**config.mk**
```make
export PLATFORM = sky130hd
export DESIGN_NAME = tilt_axis_filter
export DESIGN_NICKNAME = d
export VERILOG_FILES = /design/src/hdl/tilt_pkg.sv /design/src/hdl/tilt_axis_filter.sv
export VERILOG_INCLUDE_DIRS = /design/src /design/src/hdl
export SDC_FILE = /design/constraint.sdc
export NUM_CORES = 2
export LEC_CHECK = 0
export BUFFER_PORTS_ARGS = -buffer_cell sky130_fd_sc_hd__buf_2
export CORE_ASPECT_RATIO = 1.5
export CORE_UTILIZATION = 50
export CTS_BUF_LIST = sky130_fd_sc_hd__clkbuf_4 sky130_fd_sc_hd__clkbuf_8 sky130_fd_sc_hd__clkbuf_16
export DETAILED_ROUTE_END_ITERATION = 8
export PLACE_DENSITY = 0.76
export SLEW_MARGIN = 40
export SYNTH_ARGS = -nofsm -noshare
export SYNTH_HDL_FRONTEND = slang
export SYNTH_SLANG_ARGS = --single-unit
export TNS_END_PERCENT = 1
```
**constraint.sdc**
```tcl
create_clock -name clk -period 32 [get_ports clk]
set_input_delay 3.2 -clock clk [delete_from_list [all_inputs] [get_ports clk]]
set_output_delay 3.2 -clock clk [all_outputs]
set_load 0.02 [all_outputs]
```
**src/hdl/tilt_config.svh**
```systemverilog
`ifndef TILT_CONFIG_SVH
`define TILT_CONFIG_SVH

// raw accel counts to 1/256 g units
`define TILT_ACCEL_DIV 32

// gyro counts to Q8.8 deg/s
// multiply first, then signed truncating divide
`define TILT_GYRO_SCALE 1000
`define TILT_GYRO_DIV 16768

// substitute for an accel z reading of exactly zero
`define TILT_AZ_DEFAULT 256

// squared magnitude window for a trusted accelerometer
// roughly 0.8 g^2 and 1.2 g^2, both edges inclusive
`define TILT_GSQ_MIN 52428
`define TILT_GSQ_MAX 78643

// wrap distance applied when an angle leaves +/- limit
`define TILT_FOLD_LIMIT 70

// register block reset values
// dt in Q0.16 seconds, about 0.89 ms
`define TILT_DT_RESET 58
// gyro weights in 1/256 steps
`define TILT_PITCH_W_RESET 251
`define TILT_ROLL_W_RESET 252

`endif
```
**src/hdl/tilt_pkg.sv**
```systemverilog
`default_nettype none

package tilt_pkg;

    // raw or scaled sensor word
    typedef logic signed [15:0] sample_t;

    // tilt angle, Q8.8 degrees
    typedef logic signed [15:0] angle_t;

    // blend weight in 1/256 steps, 0 to 256
    typedef logic [8:0] weight_t;

    // integration step, Q0.16 seconds
    typedef logic [15:0] step_t;

    // register map of the filter control block
    typedef enum logic [1:0] {
        REG_DT      = 2'd0,
        REG_PITCH_W = 2'd1,
        REG_ROLL_W  = 2'd2,
        // unmapped, reads zero
        REG_RSVD    = 2'd3
    } reg_addr_t;

    // full weight, i.e. 1.0 in 1/256 steps
    localparam weight_t WEIGHT_ONE = 9'd256;

endpackage

`default_nettype wire

```
**src/hdl/tilt_axis_filter.sv**
```systemverilog
`default_nettype none

`include "tilt_config.svh"

module tilt_axis_filter (
    input  logic              clk,
    input  logic              n_rst,
    input  logic              sample_valid,
    input  logic              accel_trusted,
    input  tilt_pkg::sample_t accel_lateral,
    input  tilt_pkg::sample_t accel_z,
    input  tilt_pkg::sample_t gyro_rate,
    input  tilt_pkg::step_t   dt,
    input  tilt_pkg::weight_t gyro_weight,
    output tilt_pkg::angle_t  angle,
    output logic              angle_valid
);
    import tilt_pkg::*;

    // accel angle path
    logic signed [31:0] lat_ext;
    logic signed [31:0] z_ext;
    logic signed [31:0] accel_num;
    logic signed [31:0] accel_quot;
    angle_t             accel_angle;
    // gyro integration path
    logic signed [32:0] gyro_delta;
    angle_t             gyro_angle;
    // blend weights as signed operands
    logic signed [9:0]  w_gyro;
    logic signed [9:0]  w_accel;
    logic signed [25:0] blend_sum;
    angle_t             blend;
    angle_t             folded;
    // first sample after reset seeds from accel
    logic               seed;

    // sign-extend both operands of the divide
    assign lat_ext = 32'(accel_lateral);
    assign z_ext   = 32'(accel_z);

    // -lateral / z in Q16, then back down to Q8.8
    // |lateral| <= 1024 keeps the shift inside 32 bits
    assign accel_num   = -(lat_ext <<< 16);
    assign accel_quot  = (accel_num / z_ext) >>> 8;
    assign accel_angle = accel_quot[15:0];

    // rate times dt, dt zero-extended as unsigned Q0.16
    assign gyro_delta = gyro_rate * $signed({1'b0, dt});
    // drop 8 fraction bits and integrate
    assign gyro_angle = angle - angle_t'(gyro_delta[23:8]);

    // accel weight is the complement to 256
    assign w_gyro  = $signed({1'b0, gyro_weight});
    assign w_accel = $signed({1'b0, WEIGHT_ONE}) - w_gyro;

    // weighted sum, at most about 2^24 in magnitude
    assign blend_sum = (gyro_angle * w_gyro) + (accel_angle * w_accel);

    // untrusted accel means gyro only
    assign blend = accel_trusted ? angle_t'(blend_sum >>> 8) : gyro_angle;

    // fold back past the limit
    always_comb begin
        if (blend > `TILT_FOLD_LIMIT) begin
            folded = angle_t'(blend - `TILT_FOLD_LIMIT);
        end else if (blend < -`TILT_FOLD_LIMIT) begin
            folded = angle_t'(blend + `TILT_FOLD_LIMIT);
        end else begin
            folded = blend;
        end
    end

    // angle state, doubles as the output
    always_ff @(posedge clk or negedge n_rst) begin
        if (!n_rst) begin
            angle       <= '0;
            seed        <= 1'b1;
            angle_valid <= 1'b0;
        end else begin
            // result visible together with the pulse
            angle_valid <= sample_valid;
            if (sample_valid) begin
                if (seed) begin
                    // no history yet, take accel as is
                    angle <= accel_angle;
                    seed  <= 1'b0;
                end else begin
                    angle <= folded;
                end
            end
        end
    end

    // register block must keep the weight in range
    a_weight_range: assert property (
        @(posedge clk) disable iff (!n_rst)
        gyro_weight <= WEIGHT_ONE
    ) else $error("gyro_weight %0d above full scale", gyro_weight);

endmodule

`default_nettype wire

```
==> impl_metrics.py <==
metrics = {
    "status": {
        "status": "finished, violations left",
        "violations": "negative setup slack",
    },
    "global_route": {
        "gr-total-overflow": 0,
        "antenna_found_initial": 16,
        "grt_use_total_pct": 38.0,
        "grt_pass1_wl_um": 307000,
        "grt_pass1_vias": 61700,
        "grt_max_degree": 42,
    },
    "clocking": {
        "clkTransAtPathRegs_ns": 0.05,
        "tritoncts": "done",
        "cts_inserted_buffers": 3,
        "clockRootBuffer": "clkbuf_16",
        "htreeDepth": 1,
        "clkSinkCount": 18,
        "worstSkewPairLatency_ns": 0.25,
        "clock_path_buffers": 2,
    },
    "yosys": {
        "syn_inst": 6645,
        "synthTopCellsByArea": "fa_1 (18%), ha_1 (17%), xnor2_1 (7.0%)",
        "synth.distinct_cells": 116,
        "synth_flop_cell": "dfrtp_1",
        "synth_edf_count": 0,
        "synth_area_sq_um": 49900,
        "yosysTopAreaCellShare_pct": 18.3,
        "ys_ff_latch": 18,
        "synth_seq_area_share_pct": 0.906,
        "yosysTopAreaCell": "fa_1",
        "synth_common_cells": "inv_1 (841), ha_1 (696), nand2_1 (656), a21oi_1 (488), nor2_1 (472)",
        "avgSynthCellArea_sq_um": 7.50,
        "synthMostInstantiatedCell": "inv_1",
        "synthArstFlopShare_pct": 100,
        "ys_warn_count": 0,
    },
    "flow_run": {
        "maxCapViolations": 0,
    },
    "setup_path": {
        "crit_start": "accel_lateral[0]",
        "cp.arrival_ns": 103.60,
        "r2r_cells": 53,
        "startpoint_type": "input port",
        "cpMostUsedCell": "a21oi_2",
        "max_stage_delay_ns": 0.54,
        "critPathMaxFanout": 14,
        "worstPathRequired_ns": 32.11,
        "critical_path_class": "input port to register",
        "end_kind": "register",
        "r2r_start": "angle[0]",
        "crit_path_top_delay_cell": "fa_1",
    },
    "route": {
        "first_iter_violations": 3723,
        "drtPass1Iterations": 8,
        "route.detailed.drc": 0,
        "antenna_left": 0,
        "drt_wl_total_um": 197000,
        "post_drt_wl_per_cell_um": 19.5,
        "vias_per_cell": 5.79,
        "via_count": 58500,
    },
    "timing": {
        "fmax_mhz": 9.66,
        "finalHoldViolCount": 0,
        "min_period_over_period_pct": 323,
        "setup-violations-final": 16,
        "fin_ws_ns": -71.49,
        "drv_slew": 0,
        "slew-limit-headroom_pct": 35.5,
        "finClkSkew_ns": 0.00307,
        "worst_pin_slew_ns": 0.967,
        "period_minus_slack_ns": 103.49,
        "rsz0062_at_grt": "true",
    },
    "die": {
        "ios": 94,
        "fp.dieW_um": 260,
        "die_h_um": 389,
        "initial_core_util_pct": 50.6,
        "rows": 141,
        "fp.coreArea_sq_um": 98600,
        "dieArea_sq_um": 101000,
    },
    "final_layout": {
        "syn_to_final_growth_pct": 39.9,
        "drive_gt1_share_pct": 32.2,
        "final_cell_area_sq_um": 69700,
        "fin_nets": 10000,
    },
    "placed_design": {
        "port_buffers": 93,
        "place.gp.congestion": 1.04,
        "detailed_place.area_sq_um": 68100,
        "hpwl_um": 159000,
    },
    "hold_path": {
        "min_path_cells": 2,
        "hold_class": "register to register",
        "worstHoldStart": "angle[2]",
    },
}
-- path summary, 6_finish.rpt --
kind | slack [ns] | end
max in group asynchronous | 28.82 | seed
worst max-delay path | -71.49 | angle[12]
worst min-delay path | 0.59 | angle[2]
min in group asynchronous | 2.86 | angle[13]
worst min register to register | 0.59 | angle[2]
worst max register to register | 20.03 | angle[12]
-- through the flow --
step	setup slack (ns)	std cells	TNS (ns)	utilization, %	hold slack [ns]
2_1_floorplan	-69.24	6780	-1100.78	-	0.614
3_3_place_gp	-68.24	9958	-1085.97	69.0	0.573
3_5_place_dp	-71.81	9958	-1142.75	69.0	0.584
4_1_cts	-69.60	10100	-1108.65	70.3	0.592
5_1_grt	-78.51	10100	-1250.67	70.7	0.623
6_report	-71.49	10100	-1138.66	70.7	0.595
-- critical path, delay by kind of cell --
family	cells	cell delay [ns]
AOI/OAI and AO/OA	437	65.54
xor gates and xnor gates	10	1.63
adders and majority gates	41	12.61
buffers and inverters	43	4.83
muxes	7	2.10
and+or+nand+nor	94	13.50
-- routing by layer --
| metal | GRT usage [%] | part of all wire (%) | vias to the layer above |
|---|---|---|---|
| li1 | - | - | 26900 |
| met1 | 35.9 | 33 | 27500 |
| met2 | 67.2 | 49 | 2584 |
| met3 | 7.24 | 7.1 | 1380 |
| met4 | 37.8 | 12 | 12 |
| met5 | 0 | 0.040 | - |
-- final cells by class --
type	count	area, sq um
inverters	846	3190
flip-flops and latches	18	452
clock buffers	4	88.8
well taps	1287	1610
repair buffers	2233	16600
diodes	10	25.0
fillers	7412	28900
multi-input cells	5706	47800
-- sequential cells by signal, summed over array words and instances (netlist names) --
signal / flops
angle: 16
seed: 1
angle_valid: 1
-- cells in the final DEF, fill, tap and decap left out, types with 136 or more instances in the layout --
master / instances
xor2_1: 146
a21oi_1: 343
a21o_1: 170
ha_1: 683
xnor2_1: 382
a21oi_2: 141
o21ai_0: 220
mux2_2: 153
inv_1: 832
fa_1: 456
conb_1: 136
and2_1: 189
nor2_1: 454
nand2_1: 649
buf_4: 2128
o21bai_1: 172
-- cells by family after synthesis --
family	after synthesis	synth area share [%]
simple gates	2009	19.4
compound gates	1659	21.7
fa+ha+maj	1152	35.8
buf+inv	1057	8.01
xor+xnor	566	10.0
mux	183	4.08
flops	18	0.906
other cells	1	0.00752
-- repair_timing --
action                                  in CTS  in global routing
endpoints found under the setup margin      16                 16
pin swaps                                  165                 95
setup buffers                               99                 32
hold buffers                                 0                  0
cloned                                       1                  0
gates resized for setup                     96                 43
Power is not shown: default switching activity piles up to over one toggle a cycle in this logic, so the estimate is an artifact.
