[config.mk]
export PLATFORM = sky130hd
export DESIGN_NAME = filter_regs
export DESIGN_NICKNAME = d
export VERILOG_FILES = /design/src/hdl/tilt_pkg.sv /design/src/hdl/filter_regs.sv
export VERILOG_INCLUDE_DIRS = /design/src /design/src/hdl
export SDC_FILE = /design/constraint.sdc
export NUM_CORES = 1
export LEC_CHECK = 0
export BUFFER_PORTS_ARGS = -buffer_cell sky130_fd_sc_hd__buf_2
export CORE_MARGIN = 1.5
export CORE_UTILIZATION = 51
export DETAILED_ROUTE_END_ITERATION = 16
export GPL_TIMING_DRIVEN = 0
export PLACE_DENSITY = 0.93
export SLEW_MARGIN = 20
export SYNTH_ARGS = -nofsm -noshare
export SYNTH_HDL_FRONTEND = slang
export SYNTH_SLANG_ARGS = --single-unit
[constraint.sdc]
create_clock -name clk -period 1.5 [get_ports clk]
set_clock_uncertainty 0.2 [all_clocks]
set_input_delay 0.075 -clock clk [delete_from_list [all_inputs] [get_ports clk]]
set_output_delay 0.075 -clock clk [all_outputs]
set_load 0.005 [all_outputs]
[src/hdl/tilt_config.svh]
`ifndef TILT_CONFIG_SVH
`define TILT_CONFIG_SVH

// raw accel counts to 1/256 g units
`define TILT_ACCEL_DIV 32

// gyro counts to Q8.8 deg/s
// multiply first, then signed truncating divide
`define TILT_GYRO_SCALE 1000
`define TILT_GYRO_DIV 16768

// substitute for an accel z reading of exactly zero
`define TILT_AZ_DEFAULT 256

// squared magnitude window for a trusted accelerometer
// roughly 0.8 g^2 and 1.2 g^2, both edges inclusive
`define TILT_GSQ_MIN 52428
`define TILT_GSQ_MAX 78643

// wrap distance applied when an angle leaves +/- limit
`define TILT_FOLD_LIMIT 70

// register block reset values
// dt in Q0.16 seconds, about 0.89 ms
`define TILT_DT_RESET 58
// gyro weights in 1/256 steps
`define TILT_PITCH_W_RESET 251
`define TILT_ROLL_W_RESET 252

`endif
[src/hdl/tilt_pkg.sv]
`default_nettype none

package tilt_pkg;

    // raw or scaled sensor word
    typedef logic signed [15:0] sample_t;

    // tilt angle, Q8.8 degrees
    typedef logic signed [15:0] angle_t;

    // blend weight in 1/256 steps, 0 to 256
    typedef logic [8:0] weight_t;

    // integration step, Q0.16 seconds
    typedef logic [15:0] step_t;

    // register map of the filter control block
    typedef enum logic [1:0] {
        REG_DT      = 2'd0,
        REG_PITCH_W = 2'd1,
        REG_ROLL_W  = 2'd2,
        // unmapped, reads zero
        REG_RSVD    = 2'd3
    } reg_addr_t;

    // full weight, i.e. 1.0 in 1/256 steps
    localparam weight_t WEIGHT_ONE = 9'd256;

endpackage

`default_nettype wire

[src/hdl/filter_regs.sv]
`default_nettype none

`include "tilt_config.svh"

module filter_regs (
    input  logic                clk,
    input  logic                n_rst,
    input  logic                reg_wr,
    input  tilt_pkg::reg_addr_t reg_addr,
    input  logic [15:0]         reg_wdata,
    output logic [15:0]         reg_rdata,
    output tilt_pkg::step_t     dt,
    output tilt_pkg::weight_t   pitch_weight,
    output tilt_pkg::weight_t   roll_weight
);
    import tilt_pkg::*;

    // saturate a written weight at 1.0
    function automatic weight_t clamp_weight(input logic [15:0] value);
        weight_t result;
        if (value > 16'(WEIGHT_ONE)) begin
            result = WEIGHT_ONE;
        end else begin
            result = weight_t'(value);
        end
        return result;
    endfunction

    // write port, takes effect at the edge
    always_ff @(posedge clk or negedge n_rst) begin
        if (!n_rst) begin
            dt           <= step_t'(`TILT_DT_RESET);
            pitch_weight <= weight_t'(`TILT_PITCH_W_RESET);
            roll_weight  <= weight_t'(`TILT_ROLL_W_RESET);
        end else if (reg_wr) begin
            case (reg_addr)
                REG_DT: begin
                    dt <= reg_wdata;
                end
                REG_PITCH_W: begin
                    pitch_weight <= clamp_weight(reg_wdata);
                end
                REG_ROLL_W: begin
                    roll_weight <= clamp_weight(reg_wdata);
                end
                REG_RSVD: begin
                    // nothing behind this address
                end
                default: begin
                end
            endcase
        end
    end

    // combinational readback, zero-extended
    always_comb begin
        case (reg_addr)
            REG_DT: begin
                reg_rdata = dt;
            end
            REG_PITCH_W: begin
                reg_rdata = 16'(pitch_weight);
            end
            REG_ROLL_W: begin
                reg_rdata = 16'(roll_weight);
            end
            default: begin
                reg_rdata = '0;
            end
        endcase
    end

    // filters rely on weights within 0..256
    a_weights_clamped: assert property (
        @(posedge clk) disable iff (!n_rst)
        (pitch_weight <= WEIGHT_ONE) && (roll_weight <= WEIGHT_ONE)
    ) else $error("weight register above full scale");

endmodule

`default_nettype wire

==> impl_metrics.env, run 1 <==
export IMPL_initial_core_util=0.5411
export IMPL_clock_sinks=34
export IMPL_setup_viol=0
export IMPL_path_clk_slew_ps=90
export IMPL_clock_path_buffers=2
export IMPL_wl_per_cell_um=15.43
export IMPL_rsz0062_at_grt="true"
export IMPL_netlist_top_cells_area="dfstp_2 27%, dfrtp_1 26%, mux2_2 11%"
export IMPL_vias_per_cell=5.336
export IMPL_die_x_um=60.15
export IMPL_first_iter_violations=46
export IMPL_num_io_pins=71
export IMPL_slowest_delay_ps=550
export IMPL_io_buffers=70
export IMPL_place_gp_congestion=0.7376
export IMPL_final_cell_area_um2=2308
export IMPL_fin_cells=277
export IMPL_first_pass_iters=4
export IMPL_cts_root_buf="clkbuf_4"
export IMPL_nets=254
export IMPL_dpl_cell_area_um2=2071
export IMPL_synth_area_um2=1665
export IMPL_filler_cell_count=240
export IMPL_routed_wl_um=4275
export IMPL_critPathLaunchType="flop"
export IMPL_arrival_ps=1220
export IMPL_power_density_nw_per_um2=856.2
export IMPL_drive_above_1_share=0.5923
export IMPL_critPathTopFamily="flip-flops"
export IMPL_dp_hpwl_um=2826
export IMPL_syn_nets=158
export IMPL_hold_violations=0
export IMPL_area_growth_pct=38.62
export IMPL_final_antenna_net_count=0
export IMPL_synth_top_family_by_area="multiplexers"
export IMPL_cp_slowest_cell="dfstp_2"
export IMPL_synth_cell_type_count=20
export IMPL_syn_inst=137
export IMPL_synthMuxAreaShare=0.1623
export IMPL_worstPathCellList="mux2i_1 -> o21ai_0 -> buf_2"
export IMPL_utilization=0.7500
export IMPL_tightest_slew_ps=732.8
export IMPL_drv_cap=0
export IMPL_crit_type="flop to output port"
export IMPL_die_height_um=60.15
export IMPL_yosys_area_share_simple=0.1623
export IMPL_crit_buf_inv=1
export IMPL_finalCritPeriodShare=0.9992
export IMPL_synthAdderAreaFrac=0
export IMPL_rrSetupSlack_ps=370
export IMPL_synth_compound_area_frac=0.1232
export IMPL_required_ps=1220
export IMPL_setup_tns_final_ps=0
export IMPL_max_freq_ghz=0.6672
export IMPL_dieArea_um2=3617
export IMPL_yosys_area_top_type="dfstp_2"
export IMPL_leakage_nw=1.184
export IMPL_critPathMaxFanout=3
export IMPL_synth_seq_area_share=0.5237
export IMPL_grt_overflow_total=0
export IMPL_max_slew_margin=0.5115
export IMPL_drcViolationCount=0
export IMPL_ys_ff_latch=34
export IMPL_critPathCaptureType="output port"
export IMPL_yosys_warnings=0
export IMPL_cts_max_level=2
export IMPL_hp_class="primary input to flop"
export IMPL_rows=20
export IMPL_antenna_cells=0
export IMPL_grtUsageTotal=0.2591
export IMPL_maxSlewViolCount=0
export IMPL_vias=1478
export IMPL_fin_crit_ps=1499
export IMPL_power_mw=1.977
export IMPL_status="finished, final reports clean"
export IMPL_grt_max_degree=35
export IMPL_grt_pass1_vias=1444
export IMPL_synth_area_per_cell_um2=12.16
export IMPL_core_area_um2=3078
export IMPL_antenna_found_initial=0
export IMPL_synth_xor_area_share=0
export IMPL_grt_pass1_wl_um=6713
export IMPL_cts_tree="yes"
export IMPL_dp_cells=251
export IMPL_numCtsBuffers=5
export IMPL_synth_top_area_frac=0.2682
export IMPL_peakVddDrop_mv=0.6896
export IMPL_insertion_delay_ps=330
[metal layers]
layer  track usage  share of wire  up-vias
li1              -              -      685
met1        0.3104           0.42      718
met2        0.4363           0.50       67
met3       0.08442          0.072        8
met4       0.08889          0.011        0
met5             0              0        -
[synthesized netlist by cell type (all sizes together)]
cell,count
nand3b,2
o21ai,11
and2b,1
mux2i,9
dfstp,17
buf,5
a22o,8
dfrtp,17
and2,16
a31o,8
nand2,12
mux2,16
nor2,3
clkbuf,2
or4,2
and3,8
[cell usage in the layout (no fill, tap or decap), types with 2 or more instances in the layout]
| cell type | n |
|---|---|
| or4_4 | 2 |
| dfstp_2 | 17 |
| nand2_1 | 11 |
| a31o_2 | 8 |
| and2_1 | 16 |
| clkbuf_4 | 5 |
| mux2_2 | 16 |
| a22o_2 | 8 |
| nand3b_1 | 2 |
| dlygate4sd3_1 | 17 |
| o21ai_0 | 4 |
| dfrtp_1 | 17 |
| buf_2 | 72 |
| o21ai_1 | 7 |
| buf_4 | 4 |
| clkbuf_1 | 3 |
| mux2i_1 | 8 |
| and3_1 | 8 |
[sequential cells by signal, indices dropped and copies added, names as in the netlist]
signal,flops
dt,16
roll_weight,9
pitch_weight,9
[worst reg2reg max path, stage by stage (launching register included)]
cell and delay, ps:
dfstp_2 540, buf_4 110, and2_1 130, a31o_2 100
[per-stage QoR]
step | hold WS [ps] | setup WS, ps
2_1_floorplan | -420.6 | 145.7
3_3_place_gp | -31.55 | -195.6
3_5_place_dp | -24.72 | -245.9
4_1_cts | 42.19 | 0.6272
5_1_grt | 57.37 | -52.14
6_report | 50.89 | 1.245
[timing repair]
| item | CTS | global route |
|---|---|---|
| setup endpoints to repair | 7 | 8 |
| hold endpoints to repair | 49 | 0 |
| resized for setup | 4 | 6 |
| buffers inserted | 1 | 1 |
| hold buffers | 17 | 0 |
| pin swaps | 0 | 3 |
[path summary, 6_finish.rpt]
kind	from	cells after the start	end
min in group asynchronous	n_rst	2	pitch_weight[8]$_DFFE_PN0P_
hold reg to reg	roll_weight[8]$_DFFE_PN0P_	2	roll_weight[8]$_DFFE_PN0P_
setup reg to reg	pitch_weight[0]$_DFFE_PN1P_	3	pitch_weight[0]$_DFFE_PN1P_
hold / removal	reg_wdata[9]	4	pitch_weight[5]$_DFFE_PN1P_
max in group asynchronous	n_rst	2	dt[10]$_DFFE_PN0P_
setup / recovery	pitch_weight[5]$_DFFE_PN1P_	3	reg_rdata[5]
[where the power goes]
group | switching, mW | leakage, nW | total (mW) | internal [mW]
registers | 0.0690 | 0.383 | 1.09 | 1.03
clock network | 0.278 | 0.0254 | 0.454 | 0.176
logic | 0.187 | 0.775 | 0.427 | 0.240
[layout make-up]
class | instances | area, um2 | share of cell area
Clock buffer | 7 | 45.04 | 0.01951
Buffer | 7 | 48.80 | 0.02114
Sequential cell | 34 | 872.1 | 0.3778
Multi-Input combinational cell | 96 | 752.0 | 0.3257
Timing Repair Buffer | 89 | 535.5 | 0.2320
Tap cell | 44 | 55.05 | 0.02385
[cell families after synthesis]
kind of cell | Yosys count
AOI/OAI and AO/OA | 27
buffers and inverters | 7
DFF | 34
muxes | 25
and+or+nand+nor | 44
No activity file was read; power rests on OpenSTA's default activity.
==> run 2: changes to the inputs <==
REMOVE_ABC_BUFFERS = 1   (was not set)
==> run 2 against run 1 <==
  * The run now ends with negative setup slack left
  * Non-clock buffer count down 5
  * Critical path depth unchanged
  * Sequential share of layout area up 0.061 points
  * Utilization down 0.12 points
  * Total power up 8.7%
  * Hold slack worse by 35 ps
  * Critical path type unchanged
  * Largest cell class unchanged
  * Highest routed layer unchanged
==> impl_metrics.env, run 2 (synthesis gave the netlist of run 1 again) <==
export IMPL_vias=1425
export IMPL_first_iter_violations=36
export IMPL_final_cell_area_um2=2305
export IMPL_numCtsBuffers=5
export IMPL_die_height_um=60.15
export IMPL_regMostFlops="dt"
export IMPL_hold_violations=0
export IMPL_cts_max_level=2
export IMPL_maxSlewViolCount=0
export IMPL_setup_tns_final_ps=-22.12
export IMPL_place_gp_congestion=0.7122
export IMPL_hp_class="primary input to flop"
export IMPL_insertion_delay_ps=340
export IMPL_tightest_slew_ps=740.7
export IMPL_critPathMaxFanout=3
export IMPL_io_buffers=70
export IMPL_critPathLaunchType="flop"
export IMPL_nets=249
export IMPL_setup_viol=3
export IMPL_cts_root_buf="clkbuf_4"
export IMPL_utilization=0.7488
export IMPL_seq_area_um2=872.1
export IMPL_drcViolationCount=0
export IMPL_grt_max_degree=35
export IMPL_dpl_cell_area_um2=2023
export IMPL_reg_top3="dt x16, pitch_weight x9, roll_weight x9"
export IMPL_die_x_um=60.15
export IMPL_max_freq_ghz=0.6596
export IMPL_drv_cap=0
export IMPL_status="finished with violations"
export IMPL_antenna_cells=0
export IMPL_clock_path_buffers=2
export IMPL_vias_per_cell=5.220
export IMPL_required_ps=1220
export IMPL_routed_wl_um=4195
export IMPL_rsz0062_at_grt="true"
export IMPL_clock_sinks=34
export IMPL_violations="negative setup slack"
export IMPL_path_clk_slew_ps=100
export IMPL_cts_tree="yes"
export IMPL_dp_hpwl_um=2559
export IMPL_area_growth_pct=38.39
export IMPL_drive_above_1_share=0.5983
export IMPL_dieArea_um2=3617
export IMPL_power_density_nw_per_um2=932.6
export IMPL_setup_ws_ps=-16.11
export IMPL_wl_per_cell_um=15.37
export IMPL_num_io_pins=71
export IMPL_mostFrequentLayoutCell="buf_2"
export IMPL_peakVddDrop_mv=0.6448
export IMPL_pre_cts_ws_ps=-575.0
export IMPL_antenna_found_initial=0
export IMPL_finalCritPeriodShare=1.011
export IMPL_grt_pass1_wl_um=6548
export IMPL_initial_core_util=0.5411
export IMPL_grtUsageTotal=0.2512
export IMPL_grt_overflow_total=0
export IMPL_leakage_nw=1.181
export IMPL_crit_type="flop to output port"
export IMPL_fin_crit_ps=1516
export IMPL_rows=20
export IMPL_largest_register_ffs=16
export IMPL_arrival_ps=1240
export IMPL_power_mw=2.149
export IMPL_first_pass_iters=4
export IMPL_final_antenna_net_count=0
export IMPL_filler_cell_count=229
export IMPL_critPathCaptureType="output port"
export IMPL_final_cell_mix="70 x buf_2, 17 x dfrtp_1, 17 x dfstp_2, 17 x dlygate4sd3_1, 16 x mux2_2"
export IMPL_max_slew_margin=0.5062
export IMPL_grt_pass1_vias=1374
export IMPL_multiInputGateArea_um2=748.2
export IMPL_core_area_um2=3078
## run 2: cell types whose count changed in the layout (fill, tap and decap cells not counted), sizes merged
cell,delta
buf,-3
clkbuf,-1
## run 2: critical path, stage by stage (launching register included)
cell and delay [ps]:
dfstp_2 550, mux2i_1 70, o21ai_1 150, buf_2 140
## run 2: what timing repair did
item                                    in CTS  in global routing
endpoints found under the setup margin      23                  7
hold endpoints to repair                    49                  0
hold buffers                                17                  0
setup buffers                                3                  1
cloned                                       0                  0
gates resized for setup                      4                  5
## run 2: final timing paths
path	startpoint	endpoint	slack, ps	cells after the start
worst max register to register	pitch_weight[6]$_DFFE_PN1P_	pitch_weight[6]$_DFFE_PN1P_	380	3
max in group asynchronous	n_rst	dt[14]$_DFFE_PN0P_	480	2
min in group asynchronous	n_rst	dt[7]$_DFFE_PN0P_	140	2
worst min-delay path	reg_wdata[13]	roll_weight[8]$_DFFE_PN0P_	20	4
worst min register to register	dt[2]$_DFFE_PN0P_	dt[2]$_DFFE_PN0P_	330	1
worst max-delay path	pitch_weight[1]$_DFFE_PN1P_	reg_rdata[1]	-20	3
## run 2: cell type report
class,count,share of cell area
repair buffers,91,0.2389
well taps,44,0.02389
clock buffers,8,0.03420
multi-input cells,96,0.3246
flip-flops and latches,34,0.3784
## run 2: where the power goes
group / total [mW] / internal (mW) / leakage [nW] / switching, mW
logic: 0.438 / 0.245 / 0.754 / 0.193
registers: 1.09 / 1.03 / 0.383 / 0.0646
clock network: 0.621 / 0.320 / 0.0446 / 0.301
total: 2.15 / 1.59 / 1.18 / 0.559
## run 2: routing by layer
layer  wire, um  track usage  vias up
met5          0            0        -
met4         41      0.06667        0
met3        275      0.06926        6
met2       2106       0.4410       65
met1       1771       0.3013      677
li1           -            -      677
## run 2: per-stage QoR
stage	hold WS, ps	instances
after floorplan	-420.6	130
after global placement	-32.05	244
after detailed placement	-25.58	244
after CTS	4.563	272
after global routing	22.36	273
final	15.56	273
==> run 3: changes to the inputs <==
CORE_UTILIZATION = 40   (was 51)
PLACE_DENSITY = 0.77   (was 0.93)
==> run 3 against run 2 <==
  * Largest power group unchanged
  * Routed wire length decreased by 3.9%
  * Flip-flop and latch count unchanged
  * Critical path depth unchanged
  * Critical path type unchanged
  * Final area increased by 0.11%
  * Utilization decreased by 17 points
  * Cell count increased by 1.1%
  * Register-to-register slack improved by 20 ps
  * Clock power increased by 13%
  * The run now ends clean
  * Via count decreased by 1.7%
  * Non-clock buffer count decreased by 3
  * Critical endpoint is now reg_rdata[5]
  * First-iteration DRC count increased by 39%
==> impl_metrics.env, run 3 (synthesis gave the netlist of run 1 again) <==
export IMPL_status="finished, final reports clean"
export IMPL_drv_cap=0
export IMPL_grt_overflow_total=0
export IMPL_power_density_nw_per_um2=955.7
export IMPL_regMostFlops="dt"
export IMPL_antenna_cells=0
export IMPL_leakage_nw=1.170
export IMPL_finalCritPeriodShare=0.9753
export IMPL_slowest_delay_ps=540
export IMPL_final_antenna_net_count=0
export IMPL_critPathMaxFanout=3
export IMPL_power_share_sequential=0.495
export IMPL_numCtsBuffers=5
export IMPL_insertion_delay_ps=280
export IMPL_crit_buf_inv=1
export IMPL_fin_cells=276
export IMPL_dieArea_um2=4560
export IMPL_hold_violations=0
export IMPL_mostFrequentLayoutCell="buf_2"
export IMPL_max_freq_ghz=0.6835
export IMPL_critPathLaunchType="flop"
export IMPL_dpl_cell_area_um2=2031
export IMPL_cts_max_level=2
export IMPL_critPathCaptureType="output port"
export IMPL_pwr_share_comb=0.187
export IMPL_cts_tree="yes"
export IMPL_critPathTopFamily="flip-flops"
export IMPL_reg_top3="dt x16, pitch_weight x9, roll_weight x9"
export IMPL_fin_crit_ps=1463
export IMPL_max_slew_margin=0.5125
export IMPL_utilization=0.5768
export IMPL_vias_per_cell=5.076
export IMPL_die_height_um=67.53
export IMPL_grt_pass1_vias=1295
export IMPL_worstPathCellList="mux2i_1 -> o21ai_0 -> buf_2"
export IMPL_io_buffers=70
export IMPL_grt_pass1_wl_um=6279
export IMPL_wl_per_cell_um=14.60
export IMPL_setup_viol=0
export IMPL_area_growth_pct=38.54
export IMPL_hp_class="primary input to flop"
export IMPL_tightest_slew_ps=731.2
export IMPL_antenna_found_initial=0
export IMPL_filler_cell_count=358
export IMPL_routed_wl_um=4030
export IMPL_grt_max_degree=35
export IMPL_rsz0062_at_grt="true"
export IMPL_arrival_ps=1190
export IMPL_peakVddDrop_mv=0.5383
export IMPL_required_ps=1220
export IMPL_whs_ps=55.68
export IMPL_pre_cts_ws_ps=-549.3
export IMPL_switching_share=0.2617
export IMPL_die_x_um=67.53
export IMPL_core_area_um2=4000
export IMPL_drcViolationCount=0
export IMPL_grtUsageTotal=0.1887
export IMPL_vias=1401
export IMPL_final_cell_area_um2=2307
export IMPL_p_clk_frac=0.318
export IMPL_crit_type="flop to output port"
export IMPL_cts_root_buf="clkbuf_8"
export IMPL_maxSlewViolCount=0
export IMPL_place_gp_congestion=0.6924
export IMPL_nets=246
export IMPL_first_iter_violations=50
export IMPL_clock_sinks=34
export IMPL_drive_above_1_share=0.5929
export IMPL_path_clk_slew_ps=70
export IMPL_dp_cells=250
export IMPL_cp_slowest_cell="dfstp_2"
export IMPL_p_int_mw=1.628
export IMPL_first_pass_iters=4
export IMPL_num_io_pins=71
export IMPL_dp_hpwl_um=2648
export IMPL_largest_register_ffs=16
export IMPL_rows=23
export IMPL_p_sw_uw=577.0
export IMPL_setup_ws_ps=37.04
export IMPL_final_cell_mix="70 x buf_2, 17 x dfrtp_1, 17 x dfstp_2, 17 x dlygate4sd3_1, 16 x mux2_2"
export IMPL_initial_core_util=0.4163
export IMPL_clock_path_buffers=2
-- run 3: worst register-to-register path, delay by kind of cell, from the launching register on --
| kind | cells | cell delay [ps] |
|---|---|---|
| buf+inv | 1 | 100 |
| simple gates | 1 | 110 |
| compound gates | 1 | 100 |
| flops | 1 | 540 |
-- run 3: power by group through the flow --
stage,combinational (mW),clock [mW],sequential [mW]
global placement,0.372,0,1.10
floorplan,0.156,0,1.11
CTS,0.414,0.714,1.09
detailed placement,0.380,0,1.11
global route,0.458,0.751,1.11
finish,0.413,0.702,1.09
-- run 3: through the flow --
step / total power [mW] / TNS, ps
after floorplan: 1.264 / 0
after global placement: 1.473 / -9371
after detailed placement: 1.487 / -10230
after CTS: 2.221 / 0
after global routing: 2.314 / -29.19
final: 2.205 / 0
-- run 3: timing repair --
| action | in CTS | in global routing |
|---|---|---|
| endpoints found under the setup margin | 24 | 20 |
| setup buffers | 0 | 1 |
| resized for setup | 2 | 6 |
| hold buffers | 17 | 0 |
| endpoints found under the hold margin | 49 | 0 |
-- run 3: area by class of cell --
type / instances / area (um2) / area share
Clock buffer: 6 / 82.58 / 0.03579
Tap cell: 50 / 62.56 / 0.02712
Timing Repair Buffer: 88 / 528.0 / 0.2289
Multi-Input combinational cell: 96 / 749.5 / 0.3248
Clock inverter: 2 / 12.51 / 0.005423
Sequential cell: 34 / 872.1 / 0.3780
-- run 3: layer usage --
metal	global-route usage	up-vias	routed length (um)
li1	-	669	-
met1	0.2265	676	1716
met2	0.3223	50	2031
met3	0.05667	6	229
met4	0.06122	0	53
met5	0	-	0
-- run 3: final timing paths --
kind	from	end	slack, ps	depth (start not counted)
max reg2reg	pitch_weight[7]$_DFFE_PN1P_	pitch_weight[7]$_DFFE_PN1P_	400	3
min reg2reg	roll_weight[8]$_DFFE_PN0P_	roll_weight[8]$_DFFE_PN0P_	310	2
max in group asynchronous	n_rst	dt[13]$_DFFE_PN0P_	450	2
min in group asynchronous	n_rst	roll_weight[1]$_DFFE_PN0P_	180	2
min	reg_wdata[13]	pitch_weight[8]$_DFFE_PN0P_	60	4
max	pitch_weight[5]$_DFFE_PN1P_	reg_rdata[5]	40	3
